$ cat src/gem_clct_config.svh
`ifndef GEM_CLCT_CONFIG_SVH
`define GEM_CLCT_CONFIG_SVH

// GEM crossings per window, legal 1 to 7.
`define MATCH_WINDOW 3'd3

// Match needs an angle strictly below this cut.
`define MAX_ANGLE 10'd64

// Marks an invalid pad; real angles saturate one below.
`define NO_CAND_ANGLE 10'h3ff

`endif
$ cat src/gem_clct_pkg.sv
`default_nettype none

package gem_clct_pkg;

  // Position in eighth-strip units.
  typedef logic [9:0] xky_t;

  // Bending angle, |GEM - CLCT| position.
  typedef logic [9:0] angle_t;

  typedef logic [2:0] pad_idx_t;   // GEM pad index 0..7.
  typedef logic [2:0] bx_cnt_t;    // Crossing inside the window.

  typedef enum logic [1:0]
  {
    IDLE,                          // Waiting for a CLCT.
    WINDOW,                        // Collecting GEM clusters.
    REPORT                         // One-cycle result strobe.
  } match_state_t;

endpackage

`default_nettype wire

$ cat src/gem_clct_match_top.sv
`timescale 1ns/10ps
`default_nettype none

module gem_clct_match_top
(
  input  logic                     clock,
  input  logic                     reset,
  input  logic                     clct_vld,
  input  gem_clct_pkg::xky_t       clct_xky,
  input  logic [7:0]               gem_vld,
  input  gem_clct_pkg::xky_t [7:0] gem_xky,
  output logic                     busy,
  output logic                     match_vld,
  output logic                     match_found,
  output gem_clct_pkg::pad_idx_t   match_pad,
  output gem_clct_pkg::bx_cnt_t    match_bx,
  output gem_clct_pkg::angle_t     match_angle,
  output gem_clct_pkg::xky_t       match_gem_xky
);

  logic                       window_start;
  logic                       window_open;
  logic                       window_done;
  gem_clct_pkg::bx_cnt_t      bx_count;

  gem_clct_pkg::angle_t [7:0] cand_pri;
  gem_clct_pkg::xky_t [7:0]   cand_xky;
  logic                       cand_vld;

  gem_clct_pkg::angle_t       pri_best;
  gem_clct_pkg::pad_idx_t     win_best;
  gem_clct_pkg::xky_t         gem_xky_best;

  match_fsm u_fsm
  (
    .clock        (clock),
    .reset        (reset),
    .clct_vld     (clct_vld),
    .window_done  (window_done),
    .window_start (window_start),
    .window_open  (window_open),
    .report       (match_vld),    // Result strobe.
    .busy         (busy)
  );

  match_window_timer u_timer
  (
    .clock    (clock),
    .reset    (reset),
    .start    (window_start),
    .bx_count (bx_count),
    .done     (window_done)
  );

  bend_angle_calc u_bend
  (
    .clock        (clock),
    .reset        (reset),
    .window_start (window_start),
    .clct_xky     (clct_xky),
    .gem_vld      (gem_vld),
    .gem_xky      (gem_xky),
    .cand_pri     (cand_pri),
    .cand_xky     (cand_xky),
    .cand_vld     (cand_vld)
  );

  tree_encoder_alctclctgem u_tree
  (
    .win_pri_0    (cand_pri[0]),
    .win_pri_1    (cand_pri[1]),
    .win_pri_2    (cand_pri[2]),
    .win_pri_3    (cand_pri[3]),
    .win_pri_4    (cand_pri[4]),
    .win_pri_5    (cand_pri[5]),
    .win_pri_6    (cand_pri[6]),
    .win_pri_7    (cand_pri[7]),
    .gem_xky_0    (cand_xky[0]),
    .gem_xky_1    (cand_xky[1]),
    .gem_xky_2    (cand_xky[2]),
    .gem_xky_3    (cand_xky[3]),
    .gem_xky_4    (cand_xky[4]),
    .gem_xky_5    (cand_xky[5]),
    .gem_xky_6    (cand_xky[6]),
    .gem_xky_7    (cand_xky[7]),
    .gem_xky_best (gem_xky_best),
    .win_best     (win_best),
    .pri_best     (pri_best)
  );

  best_match_accum u_accum
  (
    .clock        (clock),
    .reset        (reset),
    .window_start (window_start),
    .window_open  (window_open),
    .cand_vld     (cand_vld),
    .pri_in       (pri_best),
    .win_in       (win_best),
    .xky_in       (gem_xky_best),
    .bx_in        (bx_count),
    .best_pri     (match_angle),
    .best_pad     (match_pad),
    .best_xky     (match_gem_xky),
    .best_bx      (match_bx),
    .found        (match_found)
  );

endmodule

`default_nettype wire

$ cat src/best_match_accum.sv
`timescale 1ns/10ps
`default_nettype none

`include "gem_clct_config.svh"

module best_match_accum
(
  input  logic                   clock,
  input  logic                   reset,
  input  logic                   window_start,
  input  logic                   window_open,
  input  logic                   cand_vld,
  input  gem_clct_pkg::angle_t   pri_in,
  input  gem_clct_pkg::pad_idx_t win_in,
  input  gem_clct_pkg::xky_t     xky_in,
  input  gem_clct_pkg::bx_cnt_t  bx_in,
  output gem_clct_pkg::angle_t   best_pri,
  output gem_clct_pkg::pad_idx_t best_pad,
  output gem_clct_pkg::xky_t     best_xky,
  output gem_clct_pkg::bx_cnt_t  best_bx,
  output logic                   found
);

  logic taken;                       // Some candidate held.
  logic take;

  // Strictly smaller only, earlier crossing keeps a tie.
  assign take = window_open && cand_vld && (pri_in < best_pri);

  always_ff @(posedge clock)
  begin
    if (reset)
    begin
      best_pri <= `NO_CAND_ANGLE;
      taken    <= 1'b0;
    end
    else if (window_start)
    begin
      best_pri <= `NO_CAND_ANGLE;   // Fresh window.
      taken    <= 1'b0;
    end
    else if (take)
    begin
      best_pri <= pri_in;
      taken    <= 1'b1;
    end
  end

  always_ff @(posedge clock)
  begin
    if (take)
    begin
      best_pad <= win_in;
      best_xky <= xky_in;
      best_bx  <= bx_in;
    end
  end

  assign found = taken && (best_pri < `MAX_ANGLE);   // Inside the cut.

endmodule

`default_nettype wire

$ cat src/match_fsm.sv
`timescale 1ns/10ps
`default_nettype none

module match_fsm
(
  input  logic clock,
  input  logic reset,
  input  logic clct_vld,
  input  logic window_done,
  output logic window_start,
  output logic window_open,
  output logic report,
  output logic busy
);

  gem_clct_pkg::match_state_t state;
  gem_clct_pkg::match_state_t next_state;

  always_ff @(posedge clock)
  begin
    if (reset)
    begin
      state       <= gem_clct_pkg::IDLE;
      window_open <= 1'b0;
    end
    else
    begin
      state       <= next_state;
      // Opens one cycle after accept, when the first candidate lands.
      window_open <= (state == gem_clct_pkg::WINDOW) && !window_done;
    end
  end

  always_comb
  begin
    next_state = state;
    case (state)
      gem_clct_pkg::IDLE:
      begin
        if (clct_vld)
          next_state = gem_clct_pkg::WINDOW;
      end
      gem_clct_pkg::WINDOW:
      begin
        if (window_done)
          next_state = gem_clct_pkg::REPORT;
      end
      gem_clct_pkg::REPORT:
      begin
        next_state = gem_clct_pkg::IDLE;   // Single report cycle.
      end
      default:
      begin
        next_state = gem_clct_pkg::IDLE;
      end
    endcase
  end

  assign window_start = (state == gem_clct_pkg::IDLE) && clct_vld;  // CLCT accepted.
  assign report       = (state == gem_clct_pkg::REPORT);
  assign busy         = (state != gem_clct_pkg::IDLE);               // Later CLCTs dropped.

endmodule

`default_nettype wire

$ cat src/match_window_timer.sv
`timescale 1ns/10ps
`default_nettype none

`include "gem_clct_config.svh"

module match_window_timer
(
  input  logic                  clock,
  input  logic                  reset,
  input  logic                  start,
  output gem_clct_pkg::bx_cnt_t bx_count,
  output logic                  done
);

  gem_clct_pkg::bx_cnt_t cnt;      // Cycles since the accept edge.
  logic                  running;

  always_ff @(posedge clock)
  begin
    if (reset)
    begin
      cnt     <= '0;
      running <= 1'b0;
    end
    else if (start)
    begin
      cnt     <= '0;
      running <= 1'b1;
    end
    else if (running)
    begin
      if (done)
        running <= 1'b0;         // Window closed.
      else
        cnt <= cnt + 3'd1;
    end
  end

  assign done = running && (cnt == `MATCH_WINDOW);

  // Candidate at the accumulator lags the GEM sample by one.
  assign bx_count = cnt - 3'd1;

endmodule

`default_nettype wire

$ cat src/tree_encoder_alctclctgem.sv
`timescale 1ns/10ps
`default_nettype none

// Picks the pad with the smallest bending angle, lowest pad on a tie.
module tree_encoder_alctclctgem
(
  input  gem_clct_pkg::angle_t   win_pri_0,    // Bending angle per pad.
  input  gem_clct_pkg::angle_t   win_pri_1,
  input  gem_clct_pkg::angle_t   win_pri_2,
  input  gem_clct_pkg::angle_t   win_pri_3,
  input  gem_clct_pkg::angle_t   win_pri_4,
  input  gem_clct_pkg::angle_t   win_pri_5,
  input  gem_clct_pkg::angle_t   win_pri_6,
  input  gem_clct_pkg::angle_t   win_pri_7,

  input  gem_clct_pkg::xky_t     gem_xky_0,    // GEM position per pad.
  input  gem_clct_pkg::xky_t     gem_xky_1,
  input  gem_clct_pkg::xky_t     gem_xky_2,
  input  gem_clct_pkg::xky_t     gem_xky_3,
  input  gem_clct_pkg::xky_t     gem_xky_4,
  input  gem_clct_pkg::xky_t     gem_xky_5,
  input  gem_clct_pkg::xky_t     gem_xky_6,
  input  gem_clct_pkg::xky_t     gem_xky_7,

  output gem_clct_pkg::xky_t     gem_xky_best,
  output gem_clct_pkg::pad_idx_t win_best,
  output gem_clct_pkg::angle_t   pri_best
);

  logic                 win_s1     [3:0];      // Odd pad won the pair.
  gem_clct_pkg::angle_t pri_s1     [3:0];
  gem_clct_pkg::xky_t   gem_xky_s1 [3:0];

  // Stage one, odd pad only when strictly smaller.
  assign win_s1[3]     = (win_pri_7 < win_pri_6);
  assign pri_s1[3]     = win_s1[3] ? win_pri_7 : win_pri_6;
  assign gem_xky_s1[3] = win_s1[3] ? gem_xky_7 : gem_xky_6;

  assign win_s1[2]     = (win_pri_5 < win_pri_4);
  assign pri_s1[2]     = win_s1[2] ? win_pri_5 : win_pri_4;
  assign gem_xky_s1[2] = win_s1[2] ? gem_xky_5 : gem_xky_4;

  assign win_s1[1]     = (win_pri_3 < win_pri_2);
  assign pri_s1[1]     = win_s1[1] ? win_pri_3 : win_pri_2;
  assign gem_xky_s1[1] = win_s1[1] ? gem_xky_3 : gem_xky_2;

  assign win_s1[0]     = (win_pri_1 < win_pri_0);
  assign pri_s1[0]     = win_s1[0] ? win_pri_1 : win_pri_0;
  assign gem_xky_s1[0] = win_s1[0] ? gem_xky_1 : gem_xky_0;

  // Stage two, a higher group must beat every lower one.
  always_comb
  begin
    if ((pri_s1[3] < pri_s1[2]) && (pri_s1[3] < pri_s1[1]) && (pri_s1[3] < pri_s1[0]))
    begin
      pri_best     = pri_s1[3];
      win_best     = {2'd3, win_s1[3]};
      gem_xky_best = gem_xky_s1[3];
    end
    else if ((pri_s1[2] < pri_s1[1]) && (pri_s1[2] < pri_s1[0]))
    begin
      pri_best     = pri_s1[2];
      win_best     = {2'd2, win_s1[2]};
      gem_xky_best = gem_xky_s1[2];
    end
    else if (pri_s1[1] < pri_s1[0])
    begin
      pri_best     = pri_s1[1];
      win_best     = {2'd1, win_s1[1]};
      gem_xky_best = gem_xky_s1[1];
    end
    else
    begin
      pri_best     = pri_s1[0];
      win_best     = {2'd0, win_s1[0]};
      gem_xky_best = gem_xky_s1[0];
    end
  end

endmodule

`default_nettype wire

$ cat src/bend_angle_calc.sv
`timescale 1ns/10ps
`default_nettype none

`include "gem_clct_config.svh"

module bend_angle_calc
(
  input  logic                       clock,
  input  logic                       reset,
  input  logic                       window_start,
  input  gem_clct_pkg::xky_t         clct_xky,
  input  logic [7:0]                 gem_vld,
  input  gem_clct_pkg::xky_t [7:0]   gem_xky,
  output gem_clct_pkg::angle_t [7:0] cand_pri,
  output gem_clct_pkg::xky_t [7:0]   cand_xky,
  output logic                       cand_vld
);

  gem_clct_pkg::xky_t key_xky;       // CLCT key held for the window.
  logic [7:0]         vld_q;         // Registered pad valids.

  // Absolute difference, kept clear of the invalid marker.
  function automatic gem_clct_pkg::angle_t bend_angle
  (
    input gem_clct_pkg::xky_t gem,
    input gem_clct_pkg::xky_t key
  );
    gem_clct_pkg::angle_t diff;
    diff = (gem > key) ? (gem - key) : (key - gem);
    if (diff >= `NO_CAND_ANGLE)
    begin
      diff = `NO_CAND_ANGLE - 10'd1; // Saturate.
    end
    return diff;
  endfunction

  always_ff @(posedge clock)
  begin
    if (window_start)
    begin
      key_xky <= clct_xky;           // Latch key on accept.
    end
  end

  always_ff @(posedge clock)
  begin
    if (reset)
    begin
      vld_q <= '0;
    end
    else
    begin
      vld_q <= gem_vld;
    end
  end

  // Per-pad angle stage.
  always_ff @(posedge clock)
  begin
    for (int i = 0; i < 8; i++)
    begin
      cand_xky[i] <= gem_xky[i];
      cand_pri[i] <= gem_vld[i] ? bend_angle(gem_xky[i], key_xky) : `NO_CAND_ANGLE;
    end
  end

  assign cand_vld = |vld_q;          // Any pad valid this crossing.

endmodule

`default_nettype wire

$ cat config.mk
export PLATFORM = sky130hd
export DESIGN_NAME = gem_clct_match_top
export DESIGN_NICKNAME = d
export VERILOG_FILES = /design/src/gem_clct_pkg.sv /design/src/gem_clct_match_top.sv /design/src/best_match_accum.sv /design/src/match_fsm.sv /design/src/match_window_timer.sv /design/src/tree_encoder_alctclctgem.sv /design/src/bend_angle_calc.sv
export VERILOG_INCLUDE_DIRS = /design/src
export SDC_FILE = /design/constraint.sdc
export NUM_CORES = 1
export LEC_CHECK = 0
export BUFFER_PORTS_ARGS = -buffer_cell sky130_fd_sc_hd__buf_2
export CAP_MARGIN = 20
export CORE_AREA = 5 5 176 178
export DETAILED_ROUTE_END_ITERATION = 12
export DIE_AREA = 0 0 181 183
export GPL_TIMING_DRIVEN = 0
export PLACE_DENSITY = 0.75
export SYNTH_ARGS = -nofsm -noshare
export SYNTH_HDL_FRONTEND = slang
export SYNTH_SLANG_ARGS = --single-unit
$ cat constraint.sdc
create_clock -name clock -period 8.99 [get_ports clock]
set_clock_uncertainty 0.1 [all_clocks]
set_input_delay 0 -clock clock [delete_from_list [all_inputs] [get_ports clock]]
set_output_delay 0 -clock clock [all_outputs]
set_load 0.005 [all_outputs]
* Yosys cells after proc, flatten, opt, wreduce, memory -nomap -nowiden
Cells that the tools add are included.
** Cells by class
- Reductions and logical operators :: 25
- Divide/modulo/power cells :: 0
- Shift operators :: 0
- Multipliers :: 0
- Eq/ne operators :: 5
- Mux-type cells :: 39
- Bitwise logic cells :: 9
- Order comparisons :: 28
- Add/sub/neg operators :: 18
** Operator list (count)
- $mux 10 :: 22
- $sub 10x10->10 :: 16
- $lt 10x10->1 :: 11
- $ge 10x10->1 const B :: 8
- $gt 10x10->1 :: 8
- $reduce_or 2->1 :: 10
- $mux 1 :: 12
- $lt 10x7->1 const B :: 1
- $logic_and 1x1->1 :: 9
- $not 1->1 :: 9
- $mux 2 :: 4
- $reduce_or 8->1 :: 1
- $pmux 2 s2 :: 1
- $reduce_and 2->1 :: 2
- $add 3x1->3 const B :: 1
- $eq 3x2->1 const B :: 1
- $sub 3x1->3 const B :: 1
- $eq 2x1->1 const B :: 1
- $eq 2x2->1 const B :: 1
- $logic_not 2->1 :: 1
- $ne 2x1->1 const B :: 1
- $ne 2x2->1 const B :: 1
- $reduce_bool 2->1 :: 1
- $logic_not 1->1 :: 1
** Word-level totals
- Bits of input ports :: 101
- Word-level logic and storage cells :: 161
- Memory bits (read-only) :: 0
- Latch bits :: 0
- Memories kept :: 0
- Flip-flop bits (word level) :: 212
- Output and inout bits :: 29
- Memory bits (writable) :: 0

* Logic depth before layout (Yosys ltp)
Gate-level depths: netlist (run 1).
- Depth in word-level cells :: 8
- Gate-level depth with buffers :: 31
- Gate-level depth less buffers :: 29

* Cells and area by module
From an unflattened synthesis (run 1), not the netlist that was laid out.
** Unflattened totals
- Cell total of the unflattened synthesis :: 1966
- Area, all modules :: 17275.3 sq um
** Modules (own cells, without submodules)
- bend_angle_calc :: sequential area each 3663.5 sq um, cells an instance 1309, times used 1, area an instance 11760.0 sq um
- tree_encoder_alctclctgem :: sequential area each 0.0 sq um, cells an instance 531, times used 1, area an instance 3912.5 sq um
- best_match_accum :: sequential area each 700.7 sq um, cells an instance 91, times used 1, area an instance 1252.5 sq um
- match_window_timer :: sequential area each 80.1 sq um, cells an instance 22, times used 1, area an instance 220.2 sq um
- match_fsm :: sequential area each 60.1 sq um, cells an instance 13, times used 1, area an instance 130.1 sq um

* Worst setup path before layout (run 1)
OpenSTA, ideal clock, no wires.
- Kind :: flip-flop to flip-flop
- From :: register u_bend.cand_pri[44] in the netlist's numbering
- To :: register u_accum.best_bx[0] (enable)
- Library setup time :: 0.319 ns
- Period minus slack after synthesis :: 6.566 ns
- Path slack :: 2.424 ns
- Buffers on the path :: 3
- Stages on the path, launching flop included :: 30
- Arrival :: 6.147 ns
- Data required time :: 8.571 ns
- Cells stage by stage :: dfxtp_1 > inv_1 > ha_1 > o211a_1 > a221oi_2 > o21bai_1 > a21oi_1 > clkbuf_1 > nand2_1 > o21ai_0 > inv_1 > ha_1 > a22o_1 > nor4_1 > nand3_1 > a221oi_1 > o21ai_0 > a221o_1 > or4_1 > buf_2 > buf_4 > mux2i_1 > ha_1 > a21o_1 > a21o_1 > a21oi_1 > o21ai_0 > a2111oi_4 > nor2_4 > inv_4
** On the way
- Longest elaborated chain between the ends :: 8
- Elaborated cells on any way between the ends :: 12
- Those cells by class :: 5 x order compare; 3 x mux; 4 x reduce/logical
** RTL lines
- from (decl) :: line bend_angle_calc.sv:14 : output gem_clct_pkg::angle_t [7:0] cand_pri,
- from (signal, indexed assignment) :: line bend_angle_calc.sv:63 : cand_pri[i] <= gem_vld[i] ? bend_angle(gem_xky[i], key_xky) : `NO_CAND_ANGLE;
- $lt 10x10->1 :: line tree_encoder_alctclctgem.sv:39 : assign win_s1[2] = (win_pri_5 < win_pri_4);
- $mux 10 (*) :: line tree_encoder_alctclctgem.sv:40 : assign pri_s1[2] = win_s1[2] ? win_pri_5 : win_pri_4;
- $lt 10x10->1 (on tied branches) :: line tree_encoder_alctclctgem.sv:60, tree_encoder_alctclctgem.sv:54
- $logic_and 1x1->1 (on tied branches) :: line tree_encoder_alctclctgem.sv:60, tree_encoder_alctclctgem.sv:54
- $mux 10 or $logic_and 1x1->1 (tied branches) :: line tree_encoder_alctclctgem.sv:60, tree_encoder_alctclctgem.sv:54
- $mux 10 (*) :: line tree_encoder_alctclctgem.sv:54 : if ((pri_s1[3] < pri_s1[2]) && (pri_s1[3] < pri_s1[1]) && (pri_s1[3] < pri_s1[0]))
- via pri_best[3] :: line gem_clct_match_top.sv:30 : gem_clct_pkg::angle_t pri_best;
- $lt 10x10->1 (*) :: line best_match_accum.sv:28 : assign take = window_open && cand_vld && (pri_in < best_pri);
- $logic_and 1x1->1 (*) :: line best_match_accum.sv:28
- via u_accum.take :: line best_match_accum.sv:25 : logic take;
- to (signal assigned) :: line best_match_accum.sv:55 : best_bx <= bx_in;
- to (decl) :: line best_match_accum.sv:20 : output gem_clct_pkg::bx_cnt_t best_bx,
Mark *: on every way through the listed nets, which the timed path passes. The rest lies on a longest branch.
A chain may end at the register's enable or synchronous reset.

* Worst setup path after layout (run 1)
- From :: register u_bend.cand_pri[44] in the netlist's numbering
- To :: register u_accum.best_xky[0] (enable)
** On the way
- Longest elaborated chain between the ends :: 8
- Elaborated cells on any way between the ends :: 12
- Those cells by class :: 5 x order compare; 3 x mux; 4 x reduce/logical
** RTL lines
- $lt 10x10->1 :: line tree_encoder_alctclctgem.sv:39
- $mux 10 (*) :: line tree_encoder_alctclctgem.sv:40
- $lt 10x10->1 (on tied branches) :: line tree_encoder_alctclctgem.sv:60, tree_encoder_alctclctgem.sv:54
- $logic_and 1x1->1 (on tied branches) :: line tree_encoder_alctclctgem.sv:60, tree_encoder_alctclctgem.sv:54
- $mux 10 or $logic_and 1x1->1 (tied branches) :: line tree_encoder_alctclctgem.sv:60, tree_encoder_alctclctgem.sv:54
- $mux 10 (*) :: line tree_encoder_alctclctgem.sv:54
- via pri_best[3] :: line gem_clct_match_top.sv:30
- $lt 10x10->1 (*) :: line best_match_accum.sv:28
- $logic_and 1x1->1 (*) :: line best_match_accum.sv:28
- via u_accum.take :: line best_match_accum.sv:25
- to (signal assigned) :: line best_match_accum.sv:54 : best_xky <= xky_in;
- to (decl) :: line best_match_accum.sv:19 : output gem_clct_pkg::xky_t best_xky,
Marks and branches as above.

==> flow_summary.yaml, run 1 <==
synth:
  synth_area_leaders: "dfxtp_1, ha_1, mux2i_1, edfxtp_1, inv_1"
  synth_common_cells: "ha_1, dfxtp_1, inv_1"
  ys.flop_type: "dfxtp_1"
  yosys_register_bits: 212
  synth-edff-count: 26
  yosysWarningCount: 0
  yosysSeqAreaShare: 0.286
  netlist_instances: 1712
  synth_fp_nets: 2073
  synth_most_common_cell: "ha_1"
  synth_top_area_frac: 0.236
  async_flop_share: 0
  ys_types: 82
  yosysTopAreaCell: "dfxtp_1"
  syn_area_um2: 15800
  postSynthAreaPerCell_um2: 9.21
global_route:
  antenna_found_initial: 0
  grt_util_all_layers: 0.281
  grt_pass1_vias: 13856
  grt_pass1_wl_mm: 74.7
  gr-total-overflow: 0
  grt_max_degree: 25
setup_path:
  cp.required_ps: 9080
  worstPathArrival_ps: 8220
  cp-end-kind: "register"
  cp_max_fo: 24
  crit_type: "register to register"
  worst_setup_path_start_kind: "register"
  slowest_stage: "nor2_1"
  slowest_delay_ps: 550
drt:
  via_per_inst: 5.84
  routed_wirelength_mm: 48.0
  first_iter_violations: 961
  drc: 0
  firstDrtPassIters: 7
  ant_nets: 0
  vias: 13904
  post_drt_wl_per_cell_um: 20.2
sta:
  rsz0062_at_grt: "false"
  finalWorstSetupSlack_ps: 854
  slew_headroom: 0.284
  period_minus_slack_ps: 8140
  hold_viol_final: 0
  max_freq_mhz: 123
  tns_ps: 0
  setup_viol_count_final: 0
  slew_violations: 0
  worstMarginPinSlew_ps: 1070
  fin_crit_sh: 0.905
clocking:
  cts_sinks: 212
  ctsResizeCount: 0
  cts_root_buf: "clkbuf_16"
  htreeDepth: 1
  cts_buffers: 25
  cts_tree: "built"
  clock_latency_ps: 530
  cts_max_path_buffers: 3
  clk_pin_slew_ps: 60
job:
  cap_violations: 0
place:
  portBuffers: 128
  place_ws_ps: 1150
  place_hpwl_mm: 36.0
  dpl_cell_area_um2: 16900
  dp_cells: 2231
  gp_congestion: 0.946
floorplanning:
  start_util: 0.539
  core_area_um2: 29200
  io_pins: 130
  dieArea_um2: 33100
  row_count: 63
  die_width_um: 181
  die-height_um: 183
finish:
  drive_gt1_frac: 0.133
  fin_area_um2: 18800
  nets: 2333
  fin_cells: 2381
  syn2layout_area_growth_pct: 19.1
min_path:
  hold_path_class: "input pin to register"
pwr:
  powerDensity_nw_per_um2: 286
  ir_drop_mv: 0.190
  leakagePower_nw: 9.18
outcome:
  status: "finished, final reports clean"
-- path summary, 6_finish.rpt --
path / from / endpoint / slack [ps] / cells past startpoint
worst max-delay path: u_bend.cand_pri[44] / u_accum.best_xky[0] / 850 / 29
worst min-delay path: gem_xky[49] / u_bend.cand_xky[49] / 40 / 2
worst max register to register: u_bend.cand_pri[44] / u_accum.best_xky[0] / 850 / 29
worst min register to register: u_timer.running / u_fsm.state[1] / 360 / 2
-- final cells by class --
class                      count  area [um^2]
inverter                     177          667
antenna                        1         2.50
tap                          390          488
fill                        2389        10500
buffer                        44          189
clock inverter                 8          101
clock buffer                  37          711
multi-input combinational   1279        10400
sequential                   212         4500
timing repair buffer         233         1710
-- critical path: cells and delay by family, from the launching register on --
kind	cells	cell delay, ps
AO/OA/AOI/OAI	13	3150
adder cells (fa/ha/maj)	3	1010
buffers and inverters	6	1330
flip-flops	1	380
multiplexers	1	290
AND/OR/NAND/NOR	6	1510
-- layer usage --
| metal | share of wire | GRT usage |
|---|---|---|
| met5 | 0 | 0 |
| met4 | 0.051 | 0.124 |
| met3 | 0.071 | 0.0369 |
| met2 | 0.45 | 0.464 |
| met1 | 0.42 | 0.370 |
-- where the power goes --
part / leakage (nW) / switching, mW / internal [mW]
sequential: 1.80 / 0.0892 / 1.16
clock: 0.396 / 0.404 / 0.604
combinational: 6.98 / 1.87 / 1.24
-- cell usage in the layout (no fill, tap or decap), drive strengths merged, types with 6 or more instances in the layout --
cell,count
o21ai,94
dlygate4sd3,103
dfxtp,186
a221oi,7
o21bai,18
xnor2,49
buf,145
nor3b,6
ha,244
nor2,51
fa,16
a21o,53
clkbuf,66
o21a,6
nand2,120
inv,179
a21oi,108
and3,7
a211oi,26
and2,7
nand4,24
nor4,14
nand2b,38
nor2b,46
a211o,7
edfxtp,26
o211ai,13
nor3,17
nand3,23
xor2,24
mux2i,112
a31oi,10
mux2,60
-- kinds of logic after synthesis --
family,share of synthesized area
compound gates,0.165
simple gates,0.124
fa+ha+maj,0.215
buf+inv,0.0543
flops,0.286
mux,0.115
xor+xnor,0.0406
-- metrics by stage --
step	total power, mW	utilization	hold WS, ps
after global placement	4.17	0.578	28.2
after global routing	5.69	0.642	31.9
after detailed placement	4.23	0.578	28.7
final	5.36	0.642	38.7
after floorplan	3.35	-	-72.3
after CTS	5.30	0.641	8.70
-- registers in the layout, summed over array words and instances, names as in the netlist, 2 cells and up --
| signal | cells |
|---|---|
| u_accum.best_bx | 3 |
| u_accum.best_pad | 3 |
| u_accum.best_pri | 10 |
| u_accum.best_xky | 10 |
| u_bend.cand_pri | 80 |
| u_bend.cand_xky | 80 |
| u_bend.key_xky | 10 |
| u_bend.vld_q | 8 |
| u_fsm.state | 2 |
| u_timer.cnt | 3 |
-- repair_timing --
action,in CTS,in global routing
endpoints found under the hold margin,196,0
hold buffers,103,0
setup buffers,0,0
No activity file was read; power rests on OpenSTA's default activity.
==> run 2: changes to the inputs <==
--- a/config.mk
+++ b/config.mk
@@ -8,11 +8,12 @@
 export LEC_CHECK = 0
 export BUFFER_PORTS_ARGS = -buffer_cell sky130_fd_sc_hd__buf_2
 export CAP_MARGIN = 20
-export CORE_AREA = 5 5 176 178
+export CORE_AREA = 4 4 175 177
 export DETAILED_ROUTE_END_ITERATION = 12
-export DIE_AREA = 0 0 181 183
+export DIE_AREA = 0 0 179 181
 export GPL_TIMING_DRIVEN = 0
 export PLACE_DENSITY = 0.75
+export REMOVE_ABC_BUFFERS = 1
 export SYNTH_ARGS = -nofsm -noshare
 export SYNTH_HDL_FRONTEND = slang
 export SYNTH_SLANG_ARGS = --single-unit
==> constraint.sdc (replaced) <==
create_clock -name clock -period 7.9 [get_ports clock]
set_clock_uncertainty 0.1 [all_clocks]
set_input_delay 0 -clock clock [delete_from_list [all_inputs] [get_ports clock]]
set_output_delay 0 -clock clock [all_outputs]
set_load 0.005 [all_outputs]
==> flow_summary.yaml, run 2 (synthesis gave the netlist of run 1 again) <==
drt:
  via_per_inst: 5.83
  drc: 0
  ant_nets: 0
  first_iter_violations: 1130
  vias: 13683
  firstDrtPassIters: 5
  post_drt_wl_per_cell_um: 20.3
  routed_wirelength_mm: 47.7
pwr:
  switching_share: 0.438
  p_int_mw: 3.47
  seqPwrFrac: 0.230
  powerDensity_nw_per_um2: 329
  power_frac_comb: 0.572
  power.switching_mw: 2.71
  leakagePower_nw: 9.17
  clkPwrFrac: 0.198
  ir_drop_mv: 0.245
floorplanning:
  row_count: 63
  io_pins: 130
  die_width_um: 179
  start_util: 0.539
  die-height_um: 181
  dieArea_um2: 32400
  core_area_um2: 29200
sta:
  max_freq_mhz: 134
  hold_viol_final: 0
  fin_crit_sh: 0.943
  finalWorstSetupSlack_ps: 453
  slew_headroom: 0.212
  slew_violations: 0
  setup_viol_count_final: 0
  worstMarginPinSlew_ps: 1180
  period_minus_slack_ps: 7450
  rsz0062_at_grt: "false"
setup_path:
  cp_max_fo: 24
  r2r-end: "u_accum.best_pad[1]"
  path_buf_inv: 4
  cp-end-kind: "register"
  worst_setup_path_start_kind: "register"
  cp.required_ps: 8000
  reg2reg_slack_ps: 450
  crit_type: "register to register"
  rr_worst_depth: 28
  crit_path_frequent_cell: "a21oi_1"
  timing.rr.start: "u_bend.cand_pri[24]"
  slowest_stage: "a31oi_4"
  worstPathArrival_ps: 7550
  crit_family: "compound AO/OA/AOI/OAI gates"
  slowest_delay_ps: 620
min_path:
  hold_path_class: "input pin to register"
  holdCritStartpoint: "gem_xky[18]"
  hold_path_depth: 2
  hold_end: "u_bend.cand_xky[18]"
place:
  portBuffers: 129
  gp_congestion: 0.922
  place_ws_ps: -58.7
  place_hpwl_mm: 35.1
global_route:
  grt_pass1_vias: 13490
  gr-total-overflow: 0
  grt_pass1_wl_mm: 72.5
  grt_util_all_layers: 0.284
  antenna_found_initial: 1
  grt_max_degree: 35
finish:
  nets: 2296
  n_fill_cell: 2361
  layout_commonest_cell: "ha_1"
  reg_top3: "u_bend.cand_pri (80), u_bend.cand_xky (80)"
  multi_input_area_um2: 10500
  regArea_um2: 4500
  final_util: 0.642
  drive_gt1_frac: 0.143
  final_cell_mix: "ha_1, dfxtp_1, inv_1, buf_2, nand2_1"
  syn2layout_area_growth_pct: 19.2
job:
  cap_violations: 0
clocking:
  cts_root_buf: "clkbuf_16"
  cts_tree: "built"
  clk_pin_slew_ps: 60
  cts_sinks: 212
  clock_latency_ps: 550
  htreeDepth: 1
  cts_buffers: 25
  cts_max_path_buffers: 3
outcome:
  status: "finished, final reports clean"
==> run 2: routing by layer <==
| layer | wire, um | track usage | vias to the layer above |
|---|---|---|---|
| li1 | - | - | 6539 |
| met1 | 20100 | 0.381 | 6443 |
| met4 | 2360 | 0.119 | 0 |
| met3 | 3710 | 0.0425 | 126 |
| met5 | 0 | 0 | - |
| met2 | 21500 | 0.455 | 575 |
==> run 2: worst register-to-register path, delay by kind of cell (launching register included) <==
family                     cells  cell delay [ps]
AOI/OAI and AO/OA             12             3090
adders and majority gates      3              930
buffers and inverters          4              600
and+or+nand+nor                5              770
DFF                            1              360
muxes                          4             1290
==> run 2: worst max path at each step <==
stage                          endpoint                start  cells past startpoint
global placement    u_accum.best_xky[5]  u_bend.cand_pri[44]                     20
floorplan            u_accum.best_bx[0]  u_bend.cand_pri[44]                     26
CTS                 u_accum.best_pad[1]  u_bend.cand_pri[44]                     28
global route        u_accum.best_pad[1]  u_bend.cand_pri[44]                     29
finish              u_accum.best_pad[1]  u_bend.cand_pri[24]                     28
detailed placement  u_accum.best_xky[2]  u_bend.cand_pri[44]                     28
==> run 2: cell type report <==
type | count | area share
clock buffer | 30 | 0.0365
sequential | 212 | 0.240
antenna | 1 | 0.000133
timing repair buffer | 239 | 0.0937
multi-input combinational | 1280 | 0.557
tap | 390 | 0.0260
clock inverter | 16 | 0.0109
inverter | 177 | 0.0356
==> run 2: repair_timing <==
| action | in CTS | in global routing |
|---|---|---|
| hold buffers | 100 | 0 |
| endpoints found under the setup margin | 24 | 27 |
| cloned | 0 | 1 |
| pin swaps | 0 | 1 |
| endpoints found under the hold margin | 191 | 0 |
| gates resized for setup | 2 | 7 |
| setup buffers | 0 | 2 |
==> run 2: per-stage QoR <==
step / power, mW / area [um^2] / setup TNS (ps) / instances / hold WS, ps
final: 6.18 / 18800 / 0 / 2345 / 23.9
after global routing: 6.56 / 18800 / 0 / 2345 / 15.0
after CTS: 6.04 / 18700 / 0 / 2340 / 2.84
after detailed placement: 4.76 / 16800 / -881 / 2194 / 33.7
after global placement: 4.64 / 16700 / -45070 / 2187 / 33.1
after floorplan: 3.75 / 15600 / 0 / 1668 / -72.3
==> run 2: power by group through the flow <==
stage	Clock, mW	Sequential, mW	Combinational [mW]
2_1_floorplan	0	1.41	2.34
4_1_cts	1.23	1.42	3.39
5_1_grt	1.28	1.44	3.84
3_5_place_dp	0	1.44	3.32
6_report	1.22	1.42	3.53
3_3_place_gp	0	1.44	3.20
==> run 3: changes to the inputs <==
==> constraint.sdc (replaced) <==
create_clock -name clock -period 7.4 [get_ports clock]
set_clock_uncertainty 0.1 [all_clocks]
set_input_delay 0 -clock clock [delete_from_list [all_inputs] [get_ports clock]]
set_output_delay 0 -clock clock [all_outputs]
set_load 0.005 [all_outputs]
==> flow_summary.yaml, run 3 (synthesis gave the netlist of run 1 again) <==
setup_path:
  cp_max_fo: 24
  slowest_stage: "or4_4"
  cp.required_ps: 7520
  slowest_delay_ps: 570
  worstPathArrival_ps: 7050
  crit_type: "register to register"
  worst_setup_path_start_kind: "register"
  crit_path_frequent_cell: "ha_1"
  cp-end-kind: "register"
clocking:
  clk_pin_slew_ps: 70
  clock_latency_ps: 550
  cts_max_path_buffers: 3
  cts_sinks: 212
  cts_buffers: 25
  htreeDepth: 1
  cts_root_buf: "clkbuf_16"
  cts_tree: "built"
sta:
  fin_hold_ws_ps: 14.4
  slew_violations: 0
  finalWorstSetupSlack_ps: 465
  setup_viol_count_final: 0
  worstMarginPinSlew_ps: 1160
  period_minus_slack_ps: 6940
  slew_headroom: 0.224
  fin_crit_sh: 0.937
  hold_viol_final: 0
  tns_ps: 0
  max_freq_mhz: 144
  rsz0062_at_grt: "false"
pwr:
  power_frac_comb: 0.579
  p_int_mw: 3.78
  leakagePower_nw: 9.23
  switching_share: 0.437
  clkPwrFrac: 0.195
  power_mw: 6.72
  powerDensity_nw_per_um2: 355
  seqPwrFrac: 0.226
  ir_drop_mv: 0.261
  power.switching_mw: 2.93
floorplanning:
  dieArea_um2: 32400
  row_count: 63
  die-height_um: 181
  io_pins: 130
  core_area_um2: 29200
  start_util: 0.539
  die_width_um: 179
place:
  gp_congestion: 0.922
  dpl_cell_area_um2: 16800
  place_ws_ps: -559
  portBuffers: 129
  dp_cells: 2194
  place_hpwl_mm: 35.1
finish:
  reg_top3: "u_bend.cand_pri (80), u_bend.cand_xky (80)"
  fin_cells: 2358
  regArea_um2: 4500
  multi_input_area_um2: 10500
  final_cell_mix: "ha_1, dfxtp_1, inv_1, buf_2, nand2_1"
  n_fill_cell: 2341
  nets: 2309
  fin_area_um2: 18900
  final_util: 0.647
  syn2layout_area_growth_pct: 19.9
  drive_gt1_frac: 0.149
  layout_commonest_cell: "ha_1"
drt:
  vias: 13751
  routed_wirelength_mm: 48.0
  firstDrtPassIters: 5
  ant_nets: 0
  first_iter_violations: 1046
  drc: 0
  via_per_inst: 5.83
  post_drt_wl_per_cell_um: 20.4
global_route:
  grt_pass1_vias: 13532
  grt_max_degree: 33
  gr-total-overflow: 0
  grt_util_all_layers: 0.287
  antenna_found_initial: 1
  grt_pass1_wl_mm: 73.1
outcome:
  status: "finished, final reports clean"
job:
  cap_violations: 0
min_path:
  hold_path_class: "input pin to register"
-- run 3: path summary, 6_finish.rpt --
check	start	depth (start not counted)	end	slack (ps)
max	u_bend.cand_pri[44]	28	u_accum.best_pad[1]	460
min	gem_xky[18]	2	u_bend.cand_xky[18]	10
min reg2reg	u_timer.running	2	u_fsm.state[1]	360
max reg2reg	u_bend.cand_pri[44]	28	u_accum.best_pad[1]	460
-- run 3: what timing repair did --
item	4_1_cts	5_1_grt
pin swaps	1	4
hold endpoints to repair	191	0
cloned	1	0
resized for setup	7	8
hold buffers	100	0
endpoints found under the setup margin	27	27
buffers inserted	1	14
-- run 3: per-layer routing --
metal / GRT usage / up-vias / share of wire
met5: 0 / - / 0
met2: 0.454 / 639 / 0.45
met4: 0.126 / 0 / 0.050
met3: 0.0467 / 129 / 0.083
met1: 0.385 / 6424 / 0.42
li1: - / 6559 / -
-- run 3: final cells by class --
class / count / share of cell area
Tap cell: 390 / 0.0258
Clock inverter: 16 / 0.0108
Antenna cell: 1 / 0.000132
Timing Repair Buffer: 252 / 0.0983
Multi-Input combinational cell: 1280 / 0.555
Clock buffer: 30 / 0.0363
Sequential cell: 212 / 0.238
Inverter: 177 / 0.0355
-- run 3: critical path, delay by kind of cell (launching register included) --
kind	cells	cell delay, ps
flops	1	350
compound gates	13	2870
mux	1	340
simple gates	7	1370
fa+ha+maj	3	950
buf+inv	4	600
-- run 3: power by group through the flow --
stage               logic, mW  registers (mW)  clock network (mW)
finish                   3.89            1.52                1.31
global route             4.22            1.53                1.36
CTS                      3.68            1.51                1.32
detailed placement       3.54            1.53                   0
global placement         3.42            1.53                   0
floorplan                2.49            1.51                   0
